File: src/rtl/cache_defs.svh
`ifndef CACHE_DEFS_SVH
`define CACHE_DEFS_SVH

`define CACHE_ADDR_W      10   // word address width covering all of main memory.
`define CACHE_DATA_W      32
`define CACHE_SEL_W       4    // one select bit per byte lane.
`define CACHE_INDEX_W     4    // index width of the direct-mapped sets.
`define CACHE_SETS        (1 << `CACHE_INDEX_W)
`define CACHE_MEM_WORDS   1024 // backing memory depth in words.
`define CACHE_MEM_LATENCY 4    // cycles from presenting a memory access to its completion.

`endif

File: src/rtl/cache_pkg.sv
`include "cache_defs.svh"

package cache_pkg;

    typedef logic [`CACHE_INDEX_W-1:0] cache_index_t;

    // the address bits above the index.
    typedef logic [`CACHE_ADDR_W-`CACHE_INDEX_W-1:0] cache_tag_t;

    typedef struct packed {
        logic       valid;
        logic       dirty;
        cache_tag_t tag;
    } tag_entry_t;

    typedef enum logic [2:0] {
        IDLE,
        LOOKUP,
        WRITE_BACK,
        REFILL,
        FILL
    } ctrl_state_t;

endpackage

File: src/rtl/cache_ram.sv
`timescale 1ns/10ps
`include "cache_defs.svh"

module cache_ram #(
    parameter type entry_t = logic [31:0],
    parameter int  DEPTH   = `CACHE_SETS
) (
    input  logic                    clk,
    input  logic                    rst_b,
    input  cache_pkg::cache_index_t index,
    input  logic                    we,
    input  entry_t                  wr_entry,
    output entry_t                  rd_entry
);

    entry_t ram [DEPTH];

    always_ff @(posedge clk or negedge rst_b) begin
        if (!rst_b) begin
            for (int i = 0; i < DEPTH; i++) begin
                ram[i] <= '0; // tags come up invalid.
            end
            rd_entry <= '0;
        end else begin
            if (we) begin
                ram[index] <= wr_entry;
                rd_entry   <= wr_entry; // write first, so a fill is visible next cycle.
            end else begin
                rd_entry <= ram[index];
            end
        end
    end

endmodule

File: config.mk
export PLATFORM = sky130hd
export DESIGN_NAME = cache_ram
export DESIGN_NICKNAME = d
export VERILOG_FILES = /design/src/rtl/cache_pkg.sv /design/src/rtl/cache_ram.sv
export VERILOG_INCLUDE_DIRS = /design/src /design/src/rtl
export SDC_FILE = /design/constraint.sdc
export NUM_CORES = 1
export LEC_CHECK = 0
export BUFFER_PORTS_ARGS = -buffer_cell sky130_fd_sc_hd__buf_2
export CORE_MARGIN = 4
export CORE_UTILIZATION = 55
export DETAILED_ROUTE_END_ITERATION = 16
export GPL_TIMING_DRIVEN = 0
export HOLD_SLACK_MARGIN = 0.15
export MAX_ROUTING_LAYER = met4
export PLACE_DENSITY = 0.72
export SYNTH_ARGS = -nofsm -noshare
export SYNTH_HDL_FRONTEND = slang
export SYNTH_SLANG_ARGS = --single-unit
File: constraint.sdc
create_clock -name clk -period 2.5 [get_ports clk]
set_input_delay 0.125 -clock clk [delete_from_list [all_inputs] [get_ports clk]]
set_output_delay 0.125 -clock clk [all_outputs]
set_load 0.1 [all_outputs]
==> flow_results.org, run 1 <==
** Route
- Drt first-iter violations :: 1,611
- In the routed design, unresolved DRC markers number 0.
- Number of nets with antenna violations after routing :: 0
- Total detailed-routing wirelength :: 65,400 um
- After detailed routing, the average wire length per cell comes to 24.9 um.
- Total via count in the routed design :: 16.0k
- Vias per inst :: 6.09
- The pre-antenna-repair detailed-routing pass consisted of 5 iterations.

** STA
- Period minus WS final :: 2.32 ns
- Actual transition at the worst max-transition pin :: 1.06 ns
- The number of slew-limit violations in the final report was 0.
- Unrepaired setup endpoints after global routing :: false
- Achievable frequency :: 430 MHz
- The final-report hold violation count came to 0.
- After layout, the worst path uses 93.0% of the clock period.
- In this run the tightest slew margin relative to its limit is 28.9%.
- Setup violations, final :: 0
- Final Skew :: 0.0170 ns
- For the final routed database, the setup TNS stands at 0 ns.

** Power and ir drop
- Total leakage power :: 12.4 nW
- Internal portion of total power :: 18.1 mW
- Part of the power in the clock network :: 34.6%
- Power spread over the standard cell area amounts to 899 nW/um2.
- Per report_power, the sequential group accounts for 47.2% of the total.
- Switching power summed over all nets :: 6.68 mW
- Switching Share :: 27.0%
- IR analysis of the VDD net gives a maximum drop of 0.702 mV.
- Part of the power in combinational logic :: 18.2%

** Clock network
- CTS Buf Count :: 55
- After clock tree synthesis, the clock-pin slew on the worst setup and hold paths is 0.06 ns.
- Bufs on Longest Clock Path :: 3
- CTS H-tree lvls :: 2
- The later pin in the worst-skew pair is clocked with a latency of 0.62 ns.
- Buffers added to address setup during post-CTS repair amount to 0.
- Clock tree from TritonCTS :: yes
- The tree is rooted in a sky130_fd_sc_hd__clkbuf_16.
- The clock net in this run drives a total of 544 sinks.

** Synth
- Proportion of register bits with asynchronous set or reset after synthesis :: 100%
- Largest area contributor in the synthesized netlist :: sky130_fd_sc_hd__dfrtp_1
- Synthesized net count :: 1,867
- Count of mapped cells out of synthesis :: 1,828
- Top flip-flop cell by instance count after synthesis :: sky130_fd_sc_hd__dfrtp_1
- Most used standard cells in the synthesized netlist :: 544 x sky130_fd_sc_hd__dfrtp_1, 431 x sky130_fd_sc_hd__mux2_2, 167 x sky130_fd_sc_hd__o21ai_0, 147 x sky130_fd_sc_hd__nand2_1, 112 x sky130_fd_sc_hd__mux2i_1
- Most repeated cell in the gate-level netlist after synthesis :: sky130_fd_sc_hd__dfrtp_1
- During synthesis, Yosys emitted a total of 0 warnings.
- Synth Cell Area :: 24,100 um2
- The share of the Yosys chip area taken by registers is 56.6%.
- Yosys top cell area share :: 56.6%
- Yosys mapped the design onto 25 distinct sky130hd cell types.
- Yosys attributes the largest share of cell area to sky130_fd_sc_hd__dfrtp_1 57%, sky130_fd_sc_hd__mux2_2 20%, sky130_fd_sc_hd__mux2i_1 4.7%.
- Count of flip-flops with a built-in enable after synthesis :: 0
- Register bit count reported by yosys :: 544
- In this run the mean area of a mapped cell was 13.2 um2.

** Placement
- Routability Congestion :: 0.898
- Detailed placement HPWL :: 43,600 um
- The number of placed instances, taps included, is 2,488.
- During placement, the flow inserted port buffers numbering 70.

** Floorplanning
- 71 I/O pins were placed.
- Row generation in the floorplan step produced 76 rows.
- Die area :: 47,200 um2
- The region available for standard cell placement spans 43,200 um2.
- The die is 217 um tall.
- The floorplan step set the die width to 217 um.
- Effective utilization at floorplan :: 55.7%

** Worst setup path
- Critical Path Fanout Max :: 10
- At the worst endpoint, the arrival time is 2.76 ns.
- Data on the critical path is required at its endpoint by 2.94 ns.
- Worst Setup Path Type :: input port to flip-flop
- Critical path endpoint category :: flip-flop
- Critical path launch point type :: input port

** GRT
- Combined global-route utilization of all metal layers :: 28.9%
- Antenna violations before repair :: 0
- Entering global routing, the biggest net connects 115 pins.
- Via count of the first global-routing pass :: 16.8k
- The first global-routing pass estimated 101,000 um of wire.
- After global routing the overflow that remains totals 0.

** Finish
- In the final layout, the share of cells above drive strength 1 is 34.4%.
- Fillers :: 3,334
- Final std cells w/o fill :: 2,626
- Count of nets after finishing :: 2,034
- Final design utilization :: 63.8%
- Summing all multi-input logic gate instances after layout gives 9670 um2.
- Inserted Diodes :: 0
- Summing all flip-flop and latch instances after layout gives 13,600 um2.
- The area growth from synthesis to layout is 14.5%.

** Status
- Run status :: complete, no violations

** Run
- Count of maximum capacitance violations :: 0

** Min path
- In this run the worst hold path is classified as input port to flip-flop.
==> sequential cells by signal (all words and copies together), names as in the netlist <==
name / cells
ram: 512
rd_entry: 32
==> critical path, stage by stage <==
cell and delay (ns):
sky130_fd_sc_hd__buf_2 0.19, sky130_fd_sc_hd__clkbuf_1 0.51, sky130_fd_sc_hd__clkbuf_1 0.57, sky130_fd_sc_hd__clkbuf_2 0.48, sky130_fd_sc_hd__clkbuf_1 0.61, sky130_fd_sc_hd__a2bb2oi_1 0.26
==> metal layers <==
layer  global-route usage (%)  routed length [um]
met1                     39.8               27900
met2                     44.1               30400
met3                     5.42                4680
met4                     9.33                2360
met5                        -                   0
==> through the flow <==
| stage | instance area, um2 | worst slack, ns | hold WS (ns) | power (mW) |
|---|---|---|---|---|
| after floorplan | 24100 | 0.586 | -0.171 | 15.0 |
| after global placement | 25100 | -9.36 | 0.459 | 16.0 |
| after detailed placement | 25300 | -0.672 | 0.119 | 16.3 |
| after CTS | 27600 | 0.00238 | 0.173 | 24.9 |
| after global routing | 27600 | 0.0849 | 0.211 | 25.9 |
| final | 27600 | 0.175 | 0.217 | 24.8 |
==> cells by family after synthesis <==
logic type | count (synthesis) | synth area share [%]
multiplexers | 591 | 29.3
flip-flops | 544 | 56.6
buffers and inverters | 185 | 3.23
AND/OR/NAND/NOR | 229 | 4.11
AO/OA/AOI/OAI | 279 | 6.76
==> layout by cell type (no fill, tap or decap), drive strengths merged, types with 8 or more instances in the layout <==
| cell type | netlist | routed |
|---|---|---|
| dfrtp | 544 | 544 |
| mux2 | 431 | 431 |
| clkbuf | 103 | 190 |
| o21ai | 167 | 167 |
| nand2 | 147 | 147 |
| buf | 58 | 134 |
| mux2i | 112 | 112 |
| o22ai | 79 | 79 |
| mux4 | 48 | 48 |
| nor2 | 35 | 35 |
| dlygate4sd3 | 0 | 34 |
| or3 | 27 | 27 |
| inv | 24 | 27 |
| a2bb2oi | 24 | 24 |
| a221o | 8 | 8 |
| clkinv | 0 | 8 |
==> path summary, 6_finish.rpt <==
path                       startpoint            to  slack (ns)  cells past startpoint
setup / recovery                   we  rd_entry[30]        0.18                      6
hold / removal                     we      ram[159]        0.22                      4
setup reg to reg               ram[0]   rd_entry[0]        0.59                      4
hold reg to reg              ram[399]      ram[399]        0.48                      2
max in group asynchronous       rst_b      ram[247]        0.83                      5
min in group asynchronous       rst_b      ram[266]        0.69                      4
==> power by group through the flow <==
stage | clock (mW) | sequential (mW) | combinational [mW]
6_report | 8.57 | 11.7 | 4.51
3_5_place_dp | 0 | 11.8 | 4.46
5_1_grt | 9.06 | 11.9 | 4.92
3_3_place_gp | 0 | 11.7 | 4.27
4_1_cts | 8.65 | 11.7 | 4.53
2_1_floorplan | 0 | 12.0 | 2.93
==> cell type report <==
cell class,count,share of cell area (%)
Sequential cell,544,49.4
Inverter,24,0.327
Multi-Input combinational cell,1099,35.1
Timing Repair Buffer,110,3.14
Clock buffer,87,6.08
Buffer,161,2.50
Clock inverter,16,0.786
Tap cell,585,2.66
==> what timing repair did <==
| action | CTS | global route |
|---|---|---|
| hold buffers | 35 | 0 |
| endpoints found under the setup margin | 0 | 20 |
| gates resized for setup | 0 | 2 |
| hold endpoints to repair | 620 | 0 |
(Power assumes the default switching activity.)
==> inputs of run 2 (changes only) <==
clock period = 2.2 ns   (was 2.5 ns; I/O delays follow)
==> flow_results.org, run 2 (same netlist as run 1, synthesis figures left out) <==
** Placement
- Detailed placement HPWL :: 43,600 um
- Timing analysis after detailed placement gives a worst setup slack of -0.957 ns.
- After detailed placement, the design holds a cell count of 2,488.
- At the end of routability-driven placement, the weighted congestion stood at 0.898.
- In this run the tool buffered the top-level ports with 70 buffer cells.

** Route
- For this block, the routed nets add up to 65,500 um of wire.
- After detailed routing, the number of remaining DRC violations is 0.
- The first TritonRoute pass finished after 5 iterations.
- Summing over every cut layer, the via total after detailed routing is 16.0k.
- Vias per inst :: 6.08
- Number of nets with antenna violations after routing :: 0
- Avg WL per Cell :: 24.9 um
- After the first detailed-routing iteration, the DRC count stood at 1,545.

** Power and ir drop
- The design draws 28.2 mW.
- Worst vdd rail ir drop :: 0.799 mV
- Sequential share of power :: 47.2%
- P per Cell Area :: 1020 nW/um2
- Switching power summed over all nets :: 7.59 mW
- The analysis attributes to cell leakage a power of 12.4 nW.
- Of the total power, the share spent switching nets is 27.0%.
- The share of total power dissipated in the clock network is 34.6%.
- The share of total power dissipated in combinational logic is 18.2%.
- Internal portion of total power :: 20.6 mW

** Clock network
- CTS H-tree lvls :: 2
- The number of clock buffers added by TritonCTS is 55.
- Clock root buffer master :: sky130_fd_sc_hd__clkbuf_16
- Clock sinks :: 544
- Total setup buffers inserted after CTS :: 0
- Bufs on Longest Clock Path :: 3
- Clock transition time at the flip-flop clock pins of the worst setup and hold paths :: 0.06 ns
- TritonCTS built the clock tree.
- Source-to-sink clock delay at the later pin of the worst-skew pair :: 0.62 ns

** Finish
- Share of final-layout standard cells stronger than drive strength 1 :: 34.5%
- The register with the most flip-flops in the layout has 512 of them.
- Final std cells w/o fill :: 2,626
- The library cell used most frequently in the layout, excluding fill and tap cells, is sky130_fd_sc_hd__dfrtp_1.
- From synthesis to final layout, the design area changed by 14.5%.
- Largest registers :: ram (512), rd_entry (32)
- After the last flow step, the layout net total stands at 2,034.
- More flip-flops sit in one register than any other, and that register is ram.
- Leaving out fill and tap cells, the most frequent cells in the layout are 544 x sky130_fd_sc_hd__dfrtp_1, 431 x sky130_fd_sc_hd__mux2_2, 167 x sky130_fd_sc_hd__o21ai_0.
- Fillers :: 3,336
- 0 antenna diodes ended up in the layout.
- Measured on the finished design, the core utilization comes to 63.8%.

** Floorplanning
- Vertical extent of the die :: 217 um
- The floorplan step defined a die boundary enclosing 47,200 um2.
- Effective utilization at floorplan :: 55.7%
- Placeable Area :: 43,200 um2
- Cell row count :: 76
- I/O pins :: 71
- The floorplan step set the die width to 217 um.

** Worst setup path
- In this design, the stage delay of the slowest critical-path cell is 0.71 ns.
- Critical path launch point type :: input port
- Worst endpoint data arrival time :: 2.65 ns
- The worst setup path is captured at a flip-flop.
- Most frequent CP cell :: sky130_fd_sc_hd__buf_4
- Launching point of the worst reg2reg path :: ram[281]
- Critical Path Fanout Max :: 10
- The largest individual stage delay along the critical path comes from the cell sky130_fd_sc_hd__clkbuf_1.
- Across all register-to-register paths, the minimum setup slack is 0.29 ns.
- Traced cell by cell, the critical path runs through buf_2 > buf_4 > clkbuf_4 > buf_4 > nand2_1 > clkbuf_1 > o22ai_1 > nor2_1 > a2bb2oi_1.
- The setup path with the least slack is of type input port to flip-flop.
- STA puts the critical path data required time at 2.71 ns.
- In this run the critical register-to-register path is captured at rd_entry[25].
- Counting cells, the worst reg-to-reg path comes to 4.

** Min path
- Hold Crit Endpoint :: ram[159]
- In this run the worst hold path is classified as input port to flip-flop.
- The worst hold path begins at we.
- The worst hold path passes through 4 cells.

** GRT
- Via count of the first global-routing pass :: 16.8k
- Entering global routing, the biggest net connects 115 pins.
- The total overflow left after global routing is 0.
- First-pass GRT wire length :: 101,000 um
- The initial antenna violation count is 0.
- Combined global-route utilization of all metal layers :: 28.9%

** STA
- Achievable frequency :: 468 MHz
- After layout, the worst setup slack is 0.0613 ns.
- The number of slew-limit violations in the final report is 0.
- The smallest clock period supported by the final layout is computed as 2.14 ns.
- Final Skew :: 0.0193 ns
- The worst path uses 97.2% of the clock period.
- For the pin with the worst max-slew slack, the measured transition is 1.04 ns.
- Setup violations, final :: 0
- The worst pin sits at a relative slew slack of 30.4%.
- Unrepaired setup endpoints after global routing :: false
- Hold_ws :: 0.195 ns
- Number of hold-slack violations in the final timing report :: 0

** Status
- The flow ran to the end, and the final reports show no timing, DRC or antenna violations.

** Run
- The tool flagged a number of max-cap violations equal to 0.
-- run 2: worst max-delay path, delay by kind of cell --
kind | cells | cell delay [ns]
and+or+nand+nor | 2 | 0.47
buffers and inverters | 5 | 1.63
AOI/OAI and AO/OA | 2 | 0.40
-- run 2: repair_timing --
action / in CTS / in global routing
resized for setup: 3 / 1
endpoints found under the hold margin: 667 / 0
gates cloned: 0 / 1
hold buffers: 34 / 0
endpoints found under the setup margin: 20 / 6
-- run 2: worst max-delay path by stage --
stage             start           end  slack [ns]  depth (start not counted)
5_1_grt        index[2]      ram[470]        0.03                          8
4_1_cts        index[1]  rd_entry[18]        0.12                          9
6_report       index[1]  rd_entry[24]        0.06                          9
2_1_floorplan  index[3]   rd_entry[0]        0.30                          6
3_3_place_gp      rst_b  rd_entry[21]       -9.65                          1
3_5_place_dp         we  rd_entry[30]       -0.96                          6
-- run 2: power groups by stage --
stage | Combinational [mW] | Clock, mW | Sequential [mW]
final | 5.13 | 9.73 | 13.3
after global routing | 5.60 | 10.3 | 13.5
after CTS | 5.15 | 9.83 | 13.3
after detailed placement | 5.07 | 0 | 13.4
after global placement | 4.85 | 0 | 13.3
after floorplan | 3.33 | 0 | 13.7
-- run 2: layer usage --
metal	vias to the layer above	wire length [um]	track usage [%]
li1	6887	-	-
met5	-	0	-
met4	0	2360	9.39
met1	8307	27800	39.6
met2	607	30500	44.1
met3	156	4790	5.59
-- run 2: per-stage QoR --
| stage | instance area (um2) | setup TNS (ns) |
|---|---|---|
| 2_1_floorplan | 24100 | 0 |
| 3_3_place_gp | 25100 | -5319.02 |
| 3_5_place_dp | 25300 | -113.53 |
| 4_1_cts | 27500 | 0 |
| 5_1_grt | 27600 | 0 |
| 6_report | 27600 | 0 |
-- run 2: layout make-up --
type                            count  area, um2  share of cell area (%)
Multi-Input combinational cell   1099       9670                    35.1
Sequential cell                   544      13600                    49.4
Tap cell                          585        732                    2.66
Timing Repair Buffer              110        863                    3.13
Inverter                           24       90.1                   0.327
Clock buffer                       87       1680                    6.08
Buffer                            161        694                    2.52
Clock inverter                     16        216                   0.785
==> inputs of run 3 (changes only) <==
SETUP_SLACK_MARGIN = 0.1   (was default)
==> flow_results.org, run 3 (same netlist as run 1, synthesis figures left out) <==
** Floorplanning
- Vertical extent of the die :: 217 um
- Effective utilization at floorplan :: 55.7%
- Die X :: 217 um
- In this run the core area contains 76 standard-cell rows.
- Placeable Area :: 43,200 um2
- The floorplan step defined a die boundary enclosing 47,200 um2.
- In this run the count of I/O pins placed on the die edge is 71.

** GRT
- Combined global-route utilization of all metal layers :: 28.9%
- Overflow left after global routing :: 0
- Pin count of the biggest net entering global routing :: 115
- The initial antenna violation count is 0.
- First-pass GRT wire length :: 101,000 um
- The number of global-route vias before repair was 16.8k.

** STA
- The final-report hold violation count came to 0.
- After layout, the worst setup slack is 0.0981 ns.
- Worst rel slew slack :: 29.2%
- Setup repair after global routing left no endpoint under its margin.
- For the pin with the worst max-slew slack, the measured transition is 1.06 ns.
- Timing would allow up to 476 MHz.
- Final max-slew violation count :: 0
- The tightest hold path in the finished design has a slack of 0.212 ns.
- Final Skew :: 0.0214 ns
- Of the available clock period, the critical path in the final layout requires 95.5%.
- The routed design could run at a clock period as short as 2.10 ns.
- Setup violations, final :: 0

** Min path
- In this run the most critical hold path is launched from we.
- The tightest min-delay check is of the input port to flip-flop type.
- Number of cells on the worst hold path :: 4
- The worst hold path terminates at ram[159].

** Worst setup path
- Worst Setup Path Type :: input port to flip-flop
- Most frequent CP cell :: sky130_fd_sc_hd__clkbuf_1
- Cell at the slowest stage of the critical path :: sky130_fd_sc_hd__clkdlybuf4s15_1
- Worst endpoint data arrival time :: 2.58 ns
- Critical path launch point type :: input port
- Stage delay of the slowest cell on the critical path :: 0.67 ns
- Critical path, cell by cell :: buf_2 > clkbuf_1 > or3b_2 > clkbuf_1 > clkdlybuf4s15_1 > o22ai_1 > or3_1 > a2bb2oi_1
- STA puts the critical path data required time at 2.68 ns.
- Minimum setup slack among reg-to-reg paths :: 0.29 ns
- In this run the critical register-to-register path is captured at rd_entry[19].
- Launching point of the worst reg2reg path :: ram[19]
- Buf/Inv on CP :: 4
- Dominant delay contributor by cell family on the critical path :: buffers and inverters
- Critical path endpoint category :: flip-flop
- Count of cells along the worst register-to-register path :: 4
- Of all nets on the critical path, the largest fanout is 10.

** Run
- Count of maximum capacitance violations :: 0

** Placement
- Post-place setup slack :: -0.957 ns
- Input and output buffers added on the ports amount to 70.
- Detailed placement HPWL :: 43,600 um
- In this run the cell area measured after placement is 25,300 um2.
- Counting tap cells, the placed design contains a total of 2,488 instances.
- Routability Congestion :: 0.898

** Route
- Avg WL per Cell :: 24.9 um
- In the final routing, the length of wire on met1 measures 27,900 um.
- Drt first-iter violations :: 1,643
- Total detailed-routing wirelength :: 65,500 um
- Total via count in the routed design :: 16.0k
- The first TritonRoute pass finished after 5 iterations.
- Dividing the detail-routed via count by the number of cells gives 6.10.
- In the routed design, unresolved DRC markers number 0.
- Top sig layer :: met4
- The routed design uses 30,600 um of met2 wire.
- In this run the remaining antenna-violating nets after routing total 0.
- In the detailed route, the total length drawn on met3 is 4770 um.

** Clock network
- CTS Buf Count :: 55
- Clock sinks :: 544
- TritonCTS built the clock tree.
- CTS H-tree lvls :: 2
- No sink is reached through more buffers than the 3 on the longest clock path.
- The clock reaches the later pin of the worst-skew pair after 0.62 ns.
- Clock-pin slew was measured on the worst setup and hold paths at 0.06 ns.
- The tree is rooted in a sky130_fd_sc_hd__clkbuf_16.

** Status
- Run status :: complete, no violations

** Finish
- Post-Layout Inst Area :: 27,600 um2
- In the final layout, the registers with the most flip-flops are ram (512), rd_entry (32).
- Of the cells placed in the final design, the portion with a size suffix greater than 1 is 34.8%.
- Area growth from synthesis to final layout :: 14.6%
- At the end of the flow, the number of nets in the layout was 2,034.
- The register with the most flip-flops in the final layout is ram.
- For this run, the share of the core covered by cells in the final layout is 63.9%.
- Commonest cells after routing, fill and taps aside :: 544 x sky130_fd_sc_hd__dfrtp_1, 431 x sky130_fd_sc_hd__mux2_2, 167 x sky130_fd_sc_hd__o21ai_0
- The number of antenna diodes in the final layout is 0.
- The register with the most flip-flops in the layout has 512 of them.
- Leaving out fill and tap cells, the most frequent cell in the layout is sky130_fd_sc_hd__dfrtp_1.
- The finished layout holds 2,626 standard cells, fillers aside.

** Power and ir drop
- Worst vdd rail ir drop :: 0.797 mV
- P per Cell Area :: 1020 nW/um2
- Total leakage power :: 12.4 nW
==> run 3: cell count changes in the layout (fill, tap and decap cells not counted), sizes merged <==
cell           previous run  this run
clkbuf                  192       191
clkdlybuf4s15             0         1
==> run 3: metal layers <==
layer | up-vias | GRT usage (%)
met2 | 580 | 44.1
met1 | 8403 | 39.6
li1 | 6882 | -
met3 | 160 | 5.59
met4 | 0 | 9.39
met5 | - | -
==> run 3: power breakdown <==
part / leakage, nW / internal, mW / switching, mW / total [mW]
clock network: 0.939 / 5.80 / 3.92 / 9.72
logic: 4.74 / 2.57 / 2.56 / 5.13
registers: 6.72 / 12.2 / 1.10 / 13.3
total: 12.4 / 20.6 / 7.59 / 28.2
==> run 3: how the worst max path moves through the flow <==
stage / from / end / cells past startpoint
floorplan: index[3] / rd_entry[0] / 6
global placement: rst_b / rd_entry[21] / 1
detailed placement: we / rd_entry[30] / 6
CTS: index[1] / rd_entry[18] / 9
global route: index[2] / rd_entry[21] / 8
finish: index[0] / rd_entry[21] / 8
==> run 3: stage by stage <==
stage	setup TNS [ns]	power, mW
finish	0	28.2
CTS	0	28.2
global route	0	29.4
detailed placement	-113.53	18.5
global placement	-5319.02	18.1
floorplan	0	17.0
==> run 3: tightest hold or removal path: stages <==
cell and delay [ns]:
sky130_fd_sc_hd__buf_2 0.16, sky130_fd_sc_hd__nand3_1 0.14, sky130_fd_sc_hd__nor2_1 0.13, sky130_fd_sc_hd__mux2_2 0.24
==> run 3: what timing repair did <==
action	CTS	global route
setup endpoints to repair	20	156
hold buffers	34	0
endpoints found under the hold margin	667	0
cloned	0	1
setup buffers	0	0
pin swaps	0	0
resized for setup	3	13
==> run 3: layout make-up <==
| type | instances | area [um2] |
|---|---|---|
| fillers | 3331 | 15600 |
| flip-flops and latches | 544 | 13600 |
| multi-input cells | 1099 | 9670 |
| clock buffers | 87 | 1680 |
| repair buffers | 110 | 863 |
| well taps | 585 | 732 |
| plain buffers | 161 | 707 |
| clock inverters | 16 | 216 |
| inverters | 24 | 90.1 |
