<file path="config.mk">
export PLATFORM = sky130hd
export DESIGN_NAME = mem_latency_timer
export DESIGN_NICKNAME = d
export VERILOG_FILES = /design/src/rtl/mem_latency_timer.sv
export VERILOG_INCLUDE_DIRS = /design/src /design/src/rtl
export SDC_FILE = /design/constraint.sdc
export NUM_CORES = 1
export LEC_CHECK = 0
export BUFFER_PORTS_ARGS = -buffer_cell sky130_fd_sc_hd__buf_4
export CORE_AREA = 2 2 39 41
export CTS_BUF_LIST = sky130_fd_sc_hd__clkbuf_4 sky130_fd_sc_hd__clkbuf_8
export DETAILED_ROUTE_END_ITERATION = 12
export DIE_AREA = 0 0 41 43
export SKIP_LAST_GASP = 1
export SYNTH_ARGS = -nofsm -noshare
export SYNTH_HDL_FRONTEND = slang
export SYNTH_SLANG_ARGS = --single-unit
</file>
<file path="constraint.sdc">
create_clock -name clk -period 1.45 [get_ports clk]
set_input_delay 0.0725 -clock clk [delete_from_list [all_inputs] [get_ports clk]]
set_output_delay 0.0725 -clock clk [all_outputs]
set_load 0.1 [all_outputs]
</file>
<file path="src/rtl/cache_defs.svh">
`ifndef CACHE_DEFS_SVH
`define CACHE_DEFS_SVH

`define CACHE_ADDR_W      10   // word address width covering all of main memory.
`define CACHE_DATA_W      32
`define CACHE_SEL_W       4    // one select bit per byte lane.
`define CACHE_INDEX_W     4    // index width of the direct-mapped sets.
`define CACHE_SETS        (1 << `CACHE_INDEX_W)
`define CACHE_MEM_WORDS   1024 // backing memory depth in words.
`define CACHE_MEM_LATENCY 4    // cycles from presenting a memory access to its completion.

`endif

</file>
<file path="src/rtl/mem_latency_timer.sv">
`timescale 1ns/10ps
`include "cache_defs.svh"

module mem_latency_timer (
    input  logic clk,
    input  logic rst_b,
    input  logic start,
    output logic done
);

    localparam int CNT_W = $clog2(`CACHE_MEM_LATENCY + 1);

    logic [CNT_W-1:0] count;

    // the count holds the cycles left, including the current one.
    always_ff @(posedge clk or negedge rst_b) begin
        if (!rst_b) begin
            count <= '0;
        end else if (start) begin
            count <= CNT_W'(`CACHE_MEM_LATENCY);
        end else if (count != '0) begin
            count <= count - 1'b1;
        end
    end

    assign done = (count == CNT_W'(1)); // high in the last cycle of the wait.

endmodule
</file>
==> metrics.txt, run 1 <==
# TYPE chip_impl_metric gauge
chip_impl_metric{name="tightestPinTransition",unit="ns"} 0.277
chip_impl_metric{name="vias",unit=""} 142
chip_impl_metric{name="std_cell_rows",unit=""} 14
chip_impl_metric{name="largest_reg_flops",unit=""} 3
chip_impl_metric{name="synth_area",unit="um^2"} 198
chip_impl_metric{name="drv_slew",unit=""} 0
chip_impl_metric{name="finish.net_count",unit=""} 33
chip_impl_metric{name="floorplan.die_area",unit="um^2"} 1760
chip_impl_metric{name="grt.overflow.total",unit=""} 0
chip_impl_metric{name="grt_max_degree",unit=""} 6
chip_impl_metric{name="ctsResizeCount",unit=""} 0
chip_impl_info{name="clockRootBuffer",value="clkbuf_4"} 1
chip_impl_metric{name="route.detailed.drc",unit=""} 0
chip_impl_metric{name="clock.fmax",unit="GHz"} 0.757
chip_impl_metric{name="antenna_found_initial",unit=""} 0
chip_impl_metric{name="clk_latency",unit="ns"} 0.23
chip_impl_info{name="worst-setup-path-type",value="reg2out"} 1
chip_impl_metric{name="path_clk_slew",unit="ns"} 0.03
chip_impl_metric{name="timing.critical_path.slowest_cell_delay",unit="ns"} 0.37
chip_impl_metric{name="initial_utilization",unit="%"} 14.3
chip_impl_metric{name="r2r_slack",unit="ns"} 0.16
chip_impl_metric{name="final_layout_size_suffix_gt1_share",unit="%"} 38.5
chip_impl_metric{name="cells_after_synth",unit=""} 18
chip_impl_metric{name="grt_pass1_vias",unit=""} 163
chip_impl_info{name="synth.largest_area_cell",value="dfrtp_1"} 1
chip_impl_metric{name="syn-num-nets",unit=""} 24
chip_impl_metric{name="drtAntennaViolNets",unit=""} 0
chip_impl_info{name="critPathCaptureType",value="primary output"} 1
chip_impl_info{name="register_bank_with_the_most_flops",value="count"} 1
chip_impl_metric{name="synth-warning-count",unit=""} 0
chip_impl_metric{name="synth_compound_area_share",unit="%"} 8.23
chip_impl_metric{name="period_minus_slack",unit="ns"} 1.32
chip_impl_metric{name="crit_path_max_fanout",unit=""} 3
chip_impl_metric{name="place.port_buffers",unit=""} 3
chip_impl_metric{name="die_extent_in_y",unit="um"} 43
chip_impl_metric{name="dr.pass1.iters",unit=""} 1
chip_impl_metric{name="relSlewSlack",unit="%"} 81.7
chip_impl_metric{name="routed_wl",unit="um"} 330
chip_impl_metric{name="htree_num_levels",unit=""} 1
chip_impl_metric{name="synth.ff_latch_count",unit=""} 3
chip_impl_metric{name="synth_cell_type_count",unit=""} 10
chip_impl_info{name="synth_top_family_by_area",value="simple AND/OR/NAND/NOR gates"} 1
chip_impl_metric{name="grt_pass1_wl",unit="um"} 600
chip_impl_metric{name="clk_path_buf_depth",unit=""} 2
chip_impl_metric{name="setup_total_negative_slack",unit="ns"} 0
chip_impl_metric{name="post_synth_mux_area_share",unit="%"} 7.59
chip_impl_info{name="cts_tree",value="yes"} 1
chip_impl_info{name="synth_area_leaders",value="dfrtp_1, ha_1, nor2b_1, mux2_4, nand4bb_1"} 1
chip_impl_metric{name="flow.area_growth_from_synthesis",unit="%"} 45.6
chip_impl_metric{name="post-synth-top-area-fraction",unit="%"} 38.0
chip_impl_metric{name="fp.coreArea",unit="um^2"} 1380
chip_impl_metric{name="arithmetic_cell_share_of_the_synthesized_area_counting_full_adders_half_adders_and_majority_gates",unit="%"} 19.0
chip_impl_metric{name="dieWidth",unit="um"} 41
chip_impl_metric{name="pnr_worst_setup_slack",unit="ns"} 0.129
chip_impl_metric{name="avgRoutedWirePerCell",unit="um"} 7.86
chip_impl_metric{name="avgSynthCellArea",unit="um^2"} 11.0
chip_impl_metric{name="diodes_inserted",unit=""} 0
chip_impl_metric{name="yosys.area_share.simple",unit="%"} 23.4
chip_impl_metric{name="vias_per_cell",unit=""} 3.38
chip_impl_info{name="min_delay_path_class",value="in2reg"} 1
chip_impl_metric{name="final_report_setup_violation_count",unit=""} 0
chip_impl_info{name="worstSetupStartpointType",value="register"} 1
chip_impl_metric{name="power_per_standard_cell_area",unit="nW/um^2"} 1930
chip_impl_info{name="registers_with_the_highest_flip_flop_counts",value="count: 3 flops"} 1
chip_impl_metric{name="fin_crit_sh",unit="%"} 91.1
chip_impl_info{name="crit_slowest_cell",value="dfrtp_1"} 1
chip_impl_metric{name="clock_sinks",unit=""} 3
chip_impl_metric{name="timing.max_cap.violations",unit=""} 0
chip_impl_metric{name="required",unit="ns"} 1.38
chip_impl_metric{name="dpl_worst_slack",unit="ns"} 0.161
chip_impl_metric{name="critical_path_arrival",unit="ns"} 1.25
chip_impl_metric{name="detailedRoute.firstIterationViolations",unit=""} 0
chip_impl_metric{name="seq_area_frac_synth",unit="%"} 38.0
chip_impl_metric{name="final-hold-violation-count",unit=""} 0
chip_impl_metric{name="leakagePower",unit="nW"} 0.132
chip_impl_info{name="rsz_0062_raised_after_global_routing",value="no"} 1
chip_impl_metric{name="fin_worst_skew",unit="ns"} 0.00443
chip_impl_metric{name="gp_congestion",unit=""} 0.689
chip_impl_metric{name="vdd.ir_drop.worst",unit="uV"} 399
chip_impl_metric{name="yosys.area_share.xor_xnor",unit="%"} 0
chip_impl_metric{name="pin_count",unit=""} 4
chip_impl_metric{name="numCtsBuffers",unit=""} 3
chip_impl_info{name="result_of_the_run",value="finished clean"} 1
chip_impl_info{name="path_cells",value="inv_1 -> ha_1 -> nor2b_4 -> buf_4"} 1
chip_impl_metric{name="track_usage",unit="%"} 6.35
placed cells by master (no fill, tap or decap), drive strengths merged:
| cell | n |
|---|---|
| clkbuf | 4 |
| nor2b | 4 |
| ha | 3 |
| dfrtp | 3 |
| buf | 3 |
| inv | 2 |
| nor2 | 2 |
| mux2 | 1 |
| nand4bb | 1 |
| o31ai | 1 |
| a211o | 1 |
| dlygate4sd3 | 1 |
cells in the mapped netlist:
| cell | n |
|---|---|
| dfrtp_1 | 3 |
| ha_1 | 3 |
| nor2b_1 | 3 |
| inv_1 | 2 |
| nor2_1 | 2 |
| a211o_1 | 1 |
| mux2_4 | 1 |
| nand4bb_1 | 1 |
| nor2b_2 | 1 |
| o31ai_1 | 1 |
through the flow:
step                      hold slack, ns  cells  cell area, um^2  utilization, %  total power (W)
after global placement            -0.138     37              248            17.9         0.000395
after CTS                         0.0651     42              288            20.8         0.000570
after global routing              0.0853     42              288            20.8         0.000602
after detailed placement          -0.138     37              248            17.9         0.000395
after floorplan                   -0.223     18              205               -         0.000348
final                             0.0697     42              288            20.8         0.000556
final timing paths:
path	start	end	depth (start not counted)
max in group asynchronous	rst_b	count[2]$_DFFE_PN0P_	2
min in group asynchronous	rst_b	count[0]$_DFFE_PN0P_	2
worst max-delay path	count[1]$_DFFE_PN0P_	done	4
worst min register to register	count[1]$_DFFE_PN0P_	count[1]$_DFFE_PN0P_	2
worst min-delay path	start	count[1]$_DFFE_PN0P_	2
worst max register to register	count[0]$_DFFE_PN0P_	count[0]$_DFFE_PN0P_	4
cell type report:
type                            count  area [um^2]
Fill cell                         155         1100
Multi-Input combinational cell     13          123
Sequential cell                     3         75.1
Timing Repair Buffer                4         32.5
Clock buffer                        4         30.0
Tap cell                           16         20.0
Inverter                            2         7.51
power by group:
part	leakage [nW]	switching, W	internal [W]
combinational	0.0778	0.000122	0.000111
clock	0.0184	0.0000439	0.000122
sequential	0.0360	0.0000379	0.000119
critical path: cells and delay by family, from the launching register on:
family | cells | cell delay [ns]
adder cells (fa/ha/maj) | 1 | 0.15
buffers and inverters | 2 | 0.38
flip-flops | 1 | 0.37
AND/OR/NAND/NOR | 1 | 0.12
kinds of logic (layout without fill, tap and decap cells):
family	Yosys count	in the layout
AO/OA/AOI/OAI	2	2
adder cells (fa/ha/maj)	3	3
buffers and inverters	2	10
flip-flops	3	3
multiplexers	1	1
AND/OR/NAND/NOR	7	7
metal layers:
layer / track usage [%] / vias up / wire length (um)
met5: 0 / - / 0
met1: 4.89 / 62 / 131
met3: 3.14 / 2 / 6
met2: 7.50 / 3 / 177
li1: - / 75 / -
met4: 12.0 / 0 / 14
what timing repair did:
action,in CTS,in global routing
buffers inserted,0,0
endpoints found under the hold margin,3,0
hold buffers,1,0
No activity file was read; power rests on OpenSTA's default activity.
==> run 2: changes to the inputs <==
Settings changed: MAX_ROUTING_LAYER set to met4, PLACE_DENSITY_LB_ADDON set to 0.3.
==> run 2 against run 1 <==
  * First-iteration DRC count unchanged
  * Sequential share of layout area unchanged
  * Non-clock buffer count unchanged
  * Final area stayed put
  * Clock power barely moved
  * Total power is 1.1% higher
  * Hold slack improved by 0.0028 ns
  * Critical path depth is the same
  * Wire length increased by 6.1%
  * Worst setup slack got worse by 0.022 ns
  * Maximum frequency is 1.6% lower
  * Clock-buffer cell count stayed put
  * Critical endpoint unchanged
  * Largest cell class unchanged
==> metrics.txt, run 2 (synthesized netlist as in run 1, its figures left out) <==
# TYPE chip_impl_metric gauge
chip_impl_metric{name="avgRoutedWirePerCell",unit="um"} 8.33
chip_impl_metric{name="clock.fmax",unit="GHz"} 0.745
chip_impl_metric{name="largest_reg_flops",unit=""} 3
chip_impl_info{name="min-delay-start",value="start"} 1
chip_impl_info{name="mostFrequentLayoutCells",value="clkbuf_4, ha_1, dfrtp_1, buf_4"} 1
chip_impl_metric{name="power_per_standard_cell_area",unit="nW/um^2"} 1950
chip_impl_metric{name="fillCellCount",unit=""} 145
chip_impl_metric{name="cts-hold-fix-buffers",unit=""} 1
chip_impl_metric{name="net-switching-power",unit="W"} 0.000208
chip_impl_metric{name="multiInputGateArea",unit="um^2"} 123
chip_impl_info{name="cts_tree",value="yes"} 1
chip_impl_metric{name="std_cell_rows",unit=""} 14
chip_impl_metric{name="r2r_slack",unit="ns"} 0.16
chip_impl_metric{name="intPower",unit="W"} 0.000354
chip_impl_info{name="worst-setup-path-type",value="reg2out"} 1
chip_impl_metric{name="grt_pass1_wl",unit="um"} 662
chip_impl_metric{name="ctsResizeCount",unit=""} 0
chip_impl_metric{name="relSlewSlack",unit="%"} 81.7
chip_impl_info{name="final_common_cell",value="clkbuf_4"} 1
chip_impl_metric{name="drtAntennaViolNets",unit=""} 0
chip_impl_info{name="min_delay_path_class",value="in2reg"} 1
chip_impl_metric{name="post_cts.repair.setup_buffers",unit=""} 0
chip_impl_metric{name="grt_pass1_vias",unit=""} 180
chip_impl_metric{name="leakagePower",unit="nW"} 0.132
chip_impl_metric{name="final-hold-violation-count",unit=""} 0
chip_impl_info{name="path_cells",value="inv_1 -> ha_1 -> nor2b_4 -> buf_4"} 1
chip_impl_metric{name="clk_path_buf_depth",unit=""} 2
chip_impl_metric{name="pin_count",unit=""} 4
chip_impl_metric{name="pwr-share-comb",unit="%"} 42.9
chip_impl_metric{name="antenna_found_initial",unit=""} 0
chip_impl_metric{name="track_usage",unit="%"} 6.39
chip_impl_metric{name="timing.max_cap.violations",unit=""} 0
chip_impl_metric{name="fp.coreArea",unit="um^2"} 1380
chip_impl_metric{name="final_layout_size_suffix_gt1_share",unit="%"} 38.5
chip_impl_metric{name="tightestPinTransition",unit="ns"} 0.277
chip_impl_metric{name="detailedRoute.firstIterationViolations",unit=""} 0
chip_impl_metric{name="route.detailed.drc",unit=""} 0
chip_impl_info{name="critPathCaptureType",value="primary output"} 1
chip_impl_metric{name="required",unit="ns"} 1.38
chip_impl_info{name="worstSetupStartpointType",value="register"} 1
chip_impl_metric{name="sw_frac_of_total",unit="%"} 37.0
chip_impl_metric{name="diodes_inserted",unit=""} 0
chip_impl_metric{name="placed_area",unit="um^2"} 248
chip_impl_metric{name="initial_utilization",unit="%"} 14.3
chip_impl_metric{name="routed_wl",unit="um"} 350
chip_impl_metric{name="critical_path_buf_inv_count",unit=""} 2
chip_impl_info{name="timing.critical_path.max_delay_family",value="buffers and inverters"} 1
chip_impl_metric{name="holdPathStages",unit=""} 2
chip_impl_metric{name="critical_path_arrival",unit="ns"} 1.27
chip_impl_info{name="result_of_the_run",value="finished clean"} 1
chip_impl_metric{name="dieWidth",unit="um"} 41
chip_impl_info{name="clockRootBuffer",value="clkbuf_4"} 1
chip_impl_metric{name="path_clk_slew",unit="ns"} 0.04
chip_impl_metric{name="worst-path-stages",unit=""} 4
chip_impl_metric{name="flow.area_growth_from_synthesis",unit="%"} 45.6
chip_impl_metric{name="ff_latch_area",unit="um^2"} 75.1
chip_impl_metric{name="timing.critical_path.slowest_cell_delay",unit="ns"} 0.37
chip_impl_info{name="endpoint_of_the_most_critical_register_to_register_path",value="count[0]$_DFFE_PN0P_"} 1
chip_impl_metric{name="dr.pass1.iters",unit=""} 1
chip_impl_metric{name="stdcell_area",unit="um^2"} 288
chip_impl_metric{name="fin_worst_skew",unit="ns"} 0.00163
chip_impl_metric{name="vias",unit=""} 148
chip_impl_metric{name="numCtsBuffers",unit=""} 3
chip_impl_metric{name="final_report_setup_violation_count",unit=""} 0
chip_impl_info{name="register_bank_with_the_most_flops",value="count"} 1
chip_impl_metric{name="grt.overflow.total",unit=""} 0
chip_impl_metric{name="gp_congestion",unit=""} 0.649
chip_impl_metric{name="clock_sinks",unit=""} 3
chip_impl_info{name="holdPathEnd",value="count[1]$_DFFE_PN0P_"} 1
chip_impl_info{name="registers_with_the_highest_flip_flop_counts",value="count: 3 flops"} 1
chip_impl_metric{name="crit_path_max_fanout",unit=""} 3
chip_impl_metric{name="die_extent_in_y",unit="um"} 43
chip_impl_metric{name="power.clock.fraction",unit="%"} 29.2
chip_impl_info{name="crit_slowest_cell",value="dfrtp_1"} 1
chip_impl_metric{name="vias_per_cell",unit=""} 3.52
chip_impl_metric{name="clk_latency",unit="ns"} 0.23
chip_impl_metric{name="finish.net_count",unit=""} 33
chip_impl_info{name="rsz_0062_raised_after_global_routing",value="no"} 1
chip_impl_metric{name="period_minus_slack",unit="ns"} 1.34
chip_impl_metric{name="vdd.ir_drop.worst",unit="uV"} 565
chip_impl_metric{name="place.port_buffers",unit=""} 3
chip_impl_metric{name="floorplan.die_area",unit="um^2"} 1760
chip_impl_info{name="r2r_start",value="count[0]$_DFFE_PN0P_"} 1
chip_impl_metric{name="setup_total_negative_slack",unit="ns"} 0
chip_impl_metric{name="htree_num_levels",unit=""} 1
chip_impl_metric{name="share_seq_of_total_power",unit="%"} 27.8
chip_impl_metric{name="r2r_cells",unit=""} 4
chip_impl_metric{name="grt_max_degree",unit=""} 6
chip_impl_metric{name="fin_crit_sh",unit="%"} 92.6
chip_impl_metric{name="drv_slew",unit=""} 0
run 2: cell counts in the layout (fill, tap and decap cells not counted):
No cell type changed its count.
run 2: layout make-up:
cell class,count,share of cell area [%]
tap,16,6.96
sequential,3,26.1
inverter,2,2.61
multi-input combinational,13,42.6
timing repair buffer,4,11.3
clock buffer,4,10.4
run 2: per-stage QoR:
stage	setup WS (ns)	hold slack (ns)	total power (W)	utilization, %	std cells
after floorplan	0.240	-0.223	0.000348	-	18
after global placement	0.194	-0.139	0.000381	17.9	37
after detailed placement	0.175	-0.136	0.000399	17.9	37
after CTS	0.0990	0.0690	0.000573	20.8	42
after global routing	0.0136	0.0749	0.000621	20.8	42
final	0.107	0.0725	0.000562	20.8	42
run 2: per-layer routing:
layer	global-route usage [%]	routed length (um)	vias up	part of all wire [%]
met5	-	0	-	0
met4	10.0	15	0	4.3
met3	1.57	14	2	4.0
met2	7.81	136	6	39
met1	6.15	183	64	52
li1	-	-	76	-
run 2: power groups by stage:
stage          combinational [W]  sequential, W  clock (W)
6_report                0.000241       0.000157   0.000164
4_1_cts                 0.000246       0.000156   0.000171
5_1_grt                 0.000279       0.000161   0.000180
3_3_place_gp            0.000228       0.000153          0
2_1_floorplan           0.000199       0.000148          0
3_5_place_dp            0.000241       0.000158          0
run 2: worst max path at each step:
stage,start,to,slack [ns]
global route,count[1]$_DFFE_PN0P_,done,0.01
floorplan,count[0]$_DFFE_PN0P_,count[0]$_DFFE_PN0P_,0.24
detailed placement,count[0]$_DFFE_PN0P_,count[0]$_DFFE_PN0P_,0.18
finish,count[1]$_DFFE_PN0P_,done,0.11
CTS,count[1]$_DFFE_PN0P_,done,0.1
global placement,count[0]$_DFFE_PN0P_,count[0]$_DFFE_PN0P_,0.19
==> run 3: changes to the inputs <==
Settings changed: PLACE_DENSITY set to 0.32, PLACE_DENSITY_LB_ADDON 0.3 to unset.
==> run 3 against run 2 <==
  * Clock-buffer cell count stayed put
  * Die area is the same
  * Clock power rose by 2%
  * Total power is 3.7% higher
  * Flip-flop and latch count unchanged
  * Sequential power decreased by 3%
  * Combinational power up 9.1%
  * Non-clock buffer count grew 1
  * Global-route usage shrank 0.41 points
  * Via count is 11% higher
  * Sequential share of layout area down 0.66 points
  * Critical path depth unchanged
  * Largest cell class unchanged
==> metrics.txt, run 3 (synthesized netlist as in run 1, its figures left out) <==
# TYPE chip_impl_metric gauge
chip_impl_info{name="result_of_the_run",value="finished clean"} 1
chip_impl_metric{name="dpl_worst_slack",unit="ns"} 0.162
chip_impl_info{name="mostFrequentLayoutCells",value="clkbuf_4, buf_4, ha_1, dfrtp_1"} 1
chip_impl_metric{name="gp_congestion",unit=""} 0.636
chip_impl_metric{name="final-hold-violation-count",unit=""} 0
chip_impl_metric{name="crit_path_max_fanout",unit=""} 3
chip_impl_metric{name="grt_max_degree",unit=""} 6
chip_impl_metric{name="r2r_slack",unit="ns"} 0.15
chip_impl_metric{name="clk_path_buf_depth",unit=""} 2
chip_impl_metric{name="initial_utilization",unit="%"} 14.3
chip_impl_metric{name="vdd.ir_drop.worst",unit="uV"} 474
chip_impl_metric{name="fp.coreArea",unit="um^2"} 1380
chip_impl_metric{name="detailedRoute.firstIterationViolations",unit=""} 3
chip_impl_metric{name="htree_num_levels",unit=""} 1
chip_impl_metric{name="drv_slew",unit=""} 0
chip_impl_metric{name="relSlewSlack",unit="%"} 81.7
chip_impl_info{name="timing.critical_path.max_delay_family",value="buffers and inverters"} 1
chip_impl_metric{name="numCtsBuffers",unit=""} 3
chip_impl_metric{name="timing.max_cap.violations",unit=""} 0
chip_impl_metric{name="power_per_standard_cell_area",unit="nW/um^2"} 1980
chip_impl_info{name="register_bank_with_the_most_flops",value="count"} 1
chip_impl_metric{name="largest_reg_flops",unit=""} 3
chip_impl_metric{name="dr.pass1.iters",unit=""} 3
chip_impl_info{name="timing.critical_path.mode_cell",value="buf_4"} 1
chip_impl_info{name="crit_slowest_cell",value="dfrtp_1"} 1
chip_impl_metric{name="vias",unit=""} 165
chip_impl_metric{name="fin_worst_skew",unit="ns"} 0.00449
chip_impl_metric{name="leakagePower",unit="nW"} 0.137
chip_impl_info{name="registers_with_the_highest_flip_flop_counts",value="count: 3 flops"} 1
chip_impl_metric{name="finish.net_count",unit=""} 34
chip_impl_metric{name="vias_per_cell",unit=""} 3.84
chip_impl_metric{name="diodes_inserted",unit=""} 0
chip_impl_metric{name="flow.area_growth_from_synthesis",unit="%"} 49.4
chip_impl_metric{name="die_extent_in_y",unit="um"} 43
chip_impl_metric{name="clk_latency",unit="ns"} 0.23
chip_impl_info{name="rsz_0062_raised_after_global_routing",value="no"} 1
chip_impl_info{name="worst-setup-path-type",value="reg2out"} 1
chip_impl_info{name="cts_tree",value="yes"} 1
chip_impl_metric{name="grt.overflow.total",unit=""} 0
chip_impl_metric{name="route.detailed.drc",unit=""} 0
chip_impl_metric{name="routed_wl",unit="um"} 383
chip_impl_metric{name="floorplan.die_area",unit="um^2"} 1760
chip_impl_info{name="path_cells",value="buf_4 -> ha_1 -> nor2b_4 -> buf_4"} 1
chip_impl_metric{name="timing.critical_path.slowest_cell_delay",unit="ns"} 0.36
chip_impl_metric{name="required",unit="ns"} 1.38
chip_impl_metric{name="place.port_buffers",unit=""} 3
chip_impl_metric{name="std_cell_rows",unit=""} 14
chip_impl_info{name="worstSetupStartpointType",value="register"} 1
chip_impl_metric{name="clock_sinks",unit=""} 3
chip_impl_info{name="clockRootBuffer",value="clkbuf_4"} 1
chip_impl_metric{name="dieWidth",unit="um"} 41
chip_impl_metric{name="clock.fmax",unit="GHz"} 0.747
chip_impl_metric{name="post_cts.repair.setup_buffers",unit=""} 0
chip_impl_metric{name="final_layout_size_suffix_gt1_share",unit="%"} 40.7
chip_impl_metric{name="avgRoutedWirePerCell",unit="um"} 8.91
chip_impl_metric{name="final_report_setup_violation_count",unit=""} 0
chip_impl_metric{name="critical_path_buf_inv_count",unit=""} 2
chip_impl_metric{name="fillCellCount",unit=""} 164
chip_impl_metric{name="antenna_found_initial",unit=""} 0
chip_impl_metric{name="fin_crit_sh",unit="%"} 92.4
chip_impl_metric{name="pnr_worst_setup_slack",unit="ns"} 0.110
chip_impl_metric{name="critical_path_arrival",unit="ns"} 1.27
chip_impl_metric{name="track_usage",unit="%"} 5.98
chip_impl_metric{name="drtAntennaViolNets",unit=""} 0
chip_impl_info{name="critPathCaptureType",value="primary output"} 1
chip_impl_metric{name="grt_pass1_vias",unit=""} 185
chip_impl_info{name="min_delay_path_class",value="in2reg"} 1
chip_impl_metric{name="setup_total_negative_slack",unit="ns"} 0
chip_impl_metric{name="grt_pass1_wl",unit="um"} 614
chip_impl_metric{name="ff_latch_area",unit="um^2"} 75.1
chip_impl_metric{name="multiInputGateArea",unit="um^2"} 123
chip_impl_metric{name="pin_count",unit=""} 4
chip_impl_metric{name="period_minus_slack",unit="ns"} 1.34
chip_impl_metric{name="path_clk_slew",unit="ns"} 0.04
chip_impl_metric{name="tightestPinTransition",unit="ns"} 0.277
## run 3: stage by stage
step | power (W) | hold slack [ns] | cells | cell area (um^2) | util (%)
floorplan | 0.000348 | -0.223 | 18 | 205 | -
global placement | 0.000413 | -0.139 | 38 | 255 | 18.4
detailed placement | 0.000418 | -0.137 | 38 | 255 | 18.4
CTS | 0.000594 | 0.0595 | 43 | 295 | 21.3
global route | 0.000619 | 0.0697 | 43 | 295 | 21.3
finish | 0.000583 | 0.0623 | 43 | 295 | 21.3
## run 3: layout make-up
type	count	area share (%)
Inverter	2	2.54
Timing Repair Buffer	5	13.6
Multi-Input combinational cell	13	41.5
Clock buffer	4	10.2
Sequential cell	3	25.4
Tap cell	16	6.78
## run 3: repair_timing
action | CTS | global route
hold buffers | 1 | 0
endpoints found under the hold margin | 3 | 0
resized for setup | 0 | 0
## run 3: path summary, 6_finish.rpt
kind / start / to / depth (start not counted)
setup / recovery: count[0]$_DFFE_PN0P_ / done / 4
hold / removal: start / count[1]$_DFFE_PN0P_ / 2
setup reg to reg: count[1]$_DFFE_PN0P_ / count[0]$_DFFE_PN0P_ / 4
hold reg to reg: count[1]$_DFFE_PN0P_ / count[1]$_DFFE_PN0P_ / 2
max in group asynchronous: rst_b / count[0]$_DFFE_PN0P_ / 2
min in group asynchronous: rst_b / count[1]$_DFFE_PN0P_ / 2
## run 3: power breakdown
group	switching (W)	total [W]	leakage, nW	internal (W)
clock	0.0000463	0.000168	0.0184	0.000122
combinational	0.000138	0.000263	0.0828	0.000125
sequential	0.0000333	0.000152	0.0360	0.000119
total	0.000217	0.000583	0.137	0.000366
## run 3: metal layers
layer | up-vias | track usage, % | share of wire, %
li1 | 77 | - | -
met1 | 82 | 2.91 | 31
met2 | 4 | 10.6 | 64
met3 | 2 | 1.57 | 2.9
met4 | 0 | 8.00 | 2.1
met5 | - | - | 0
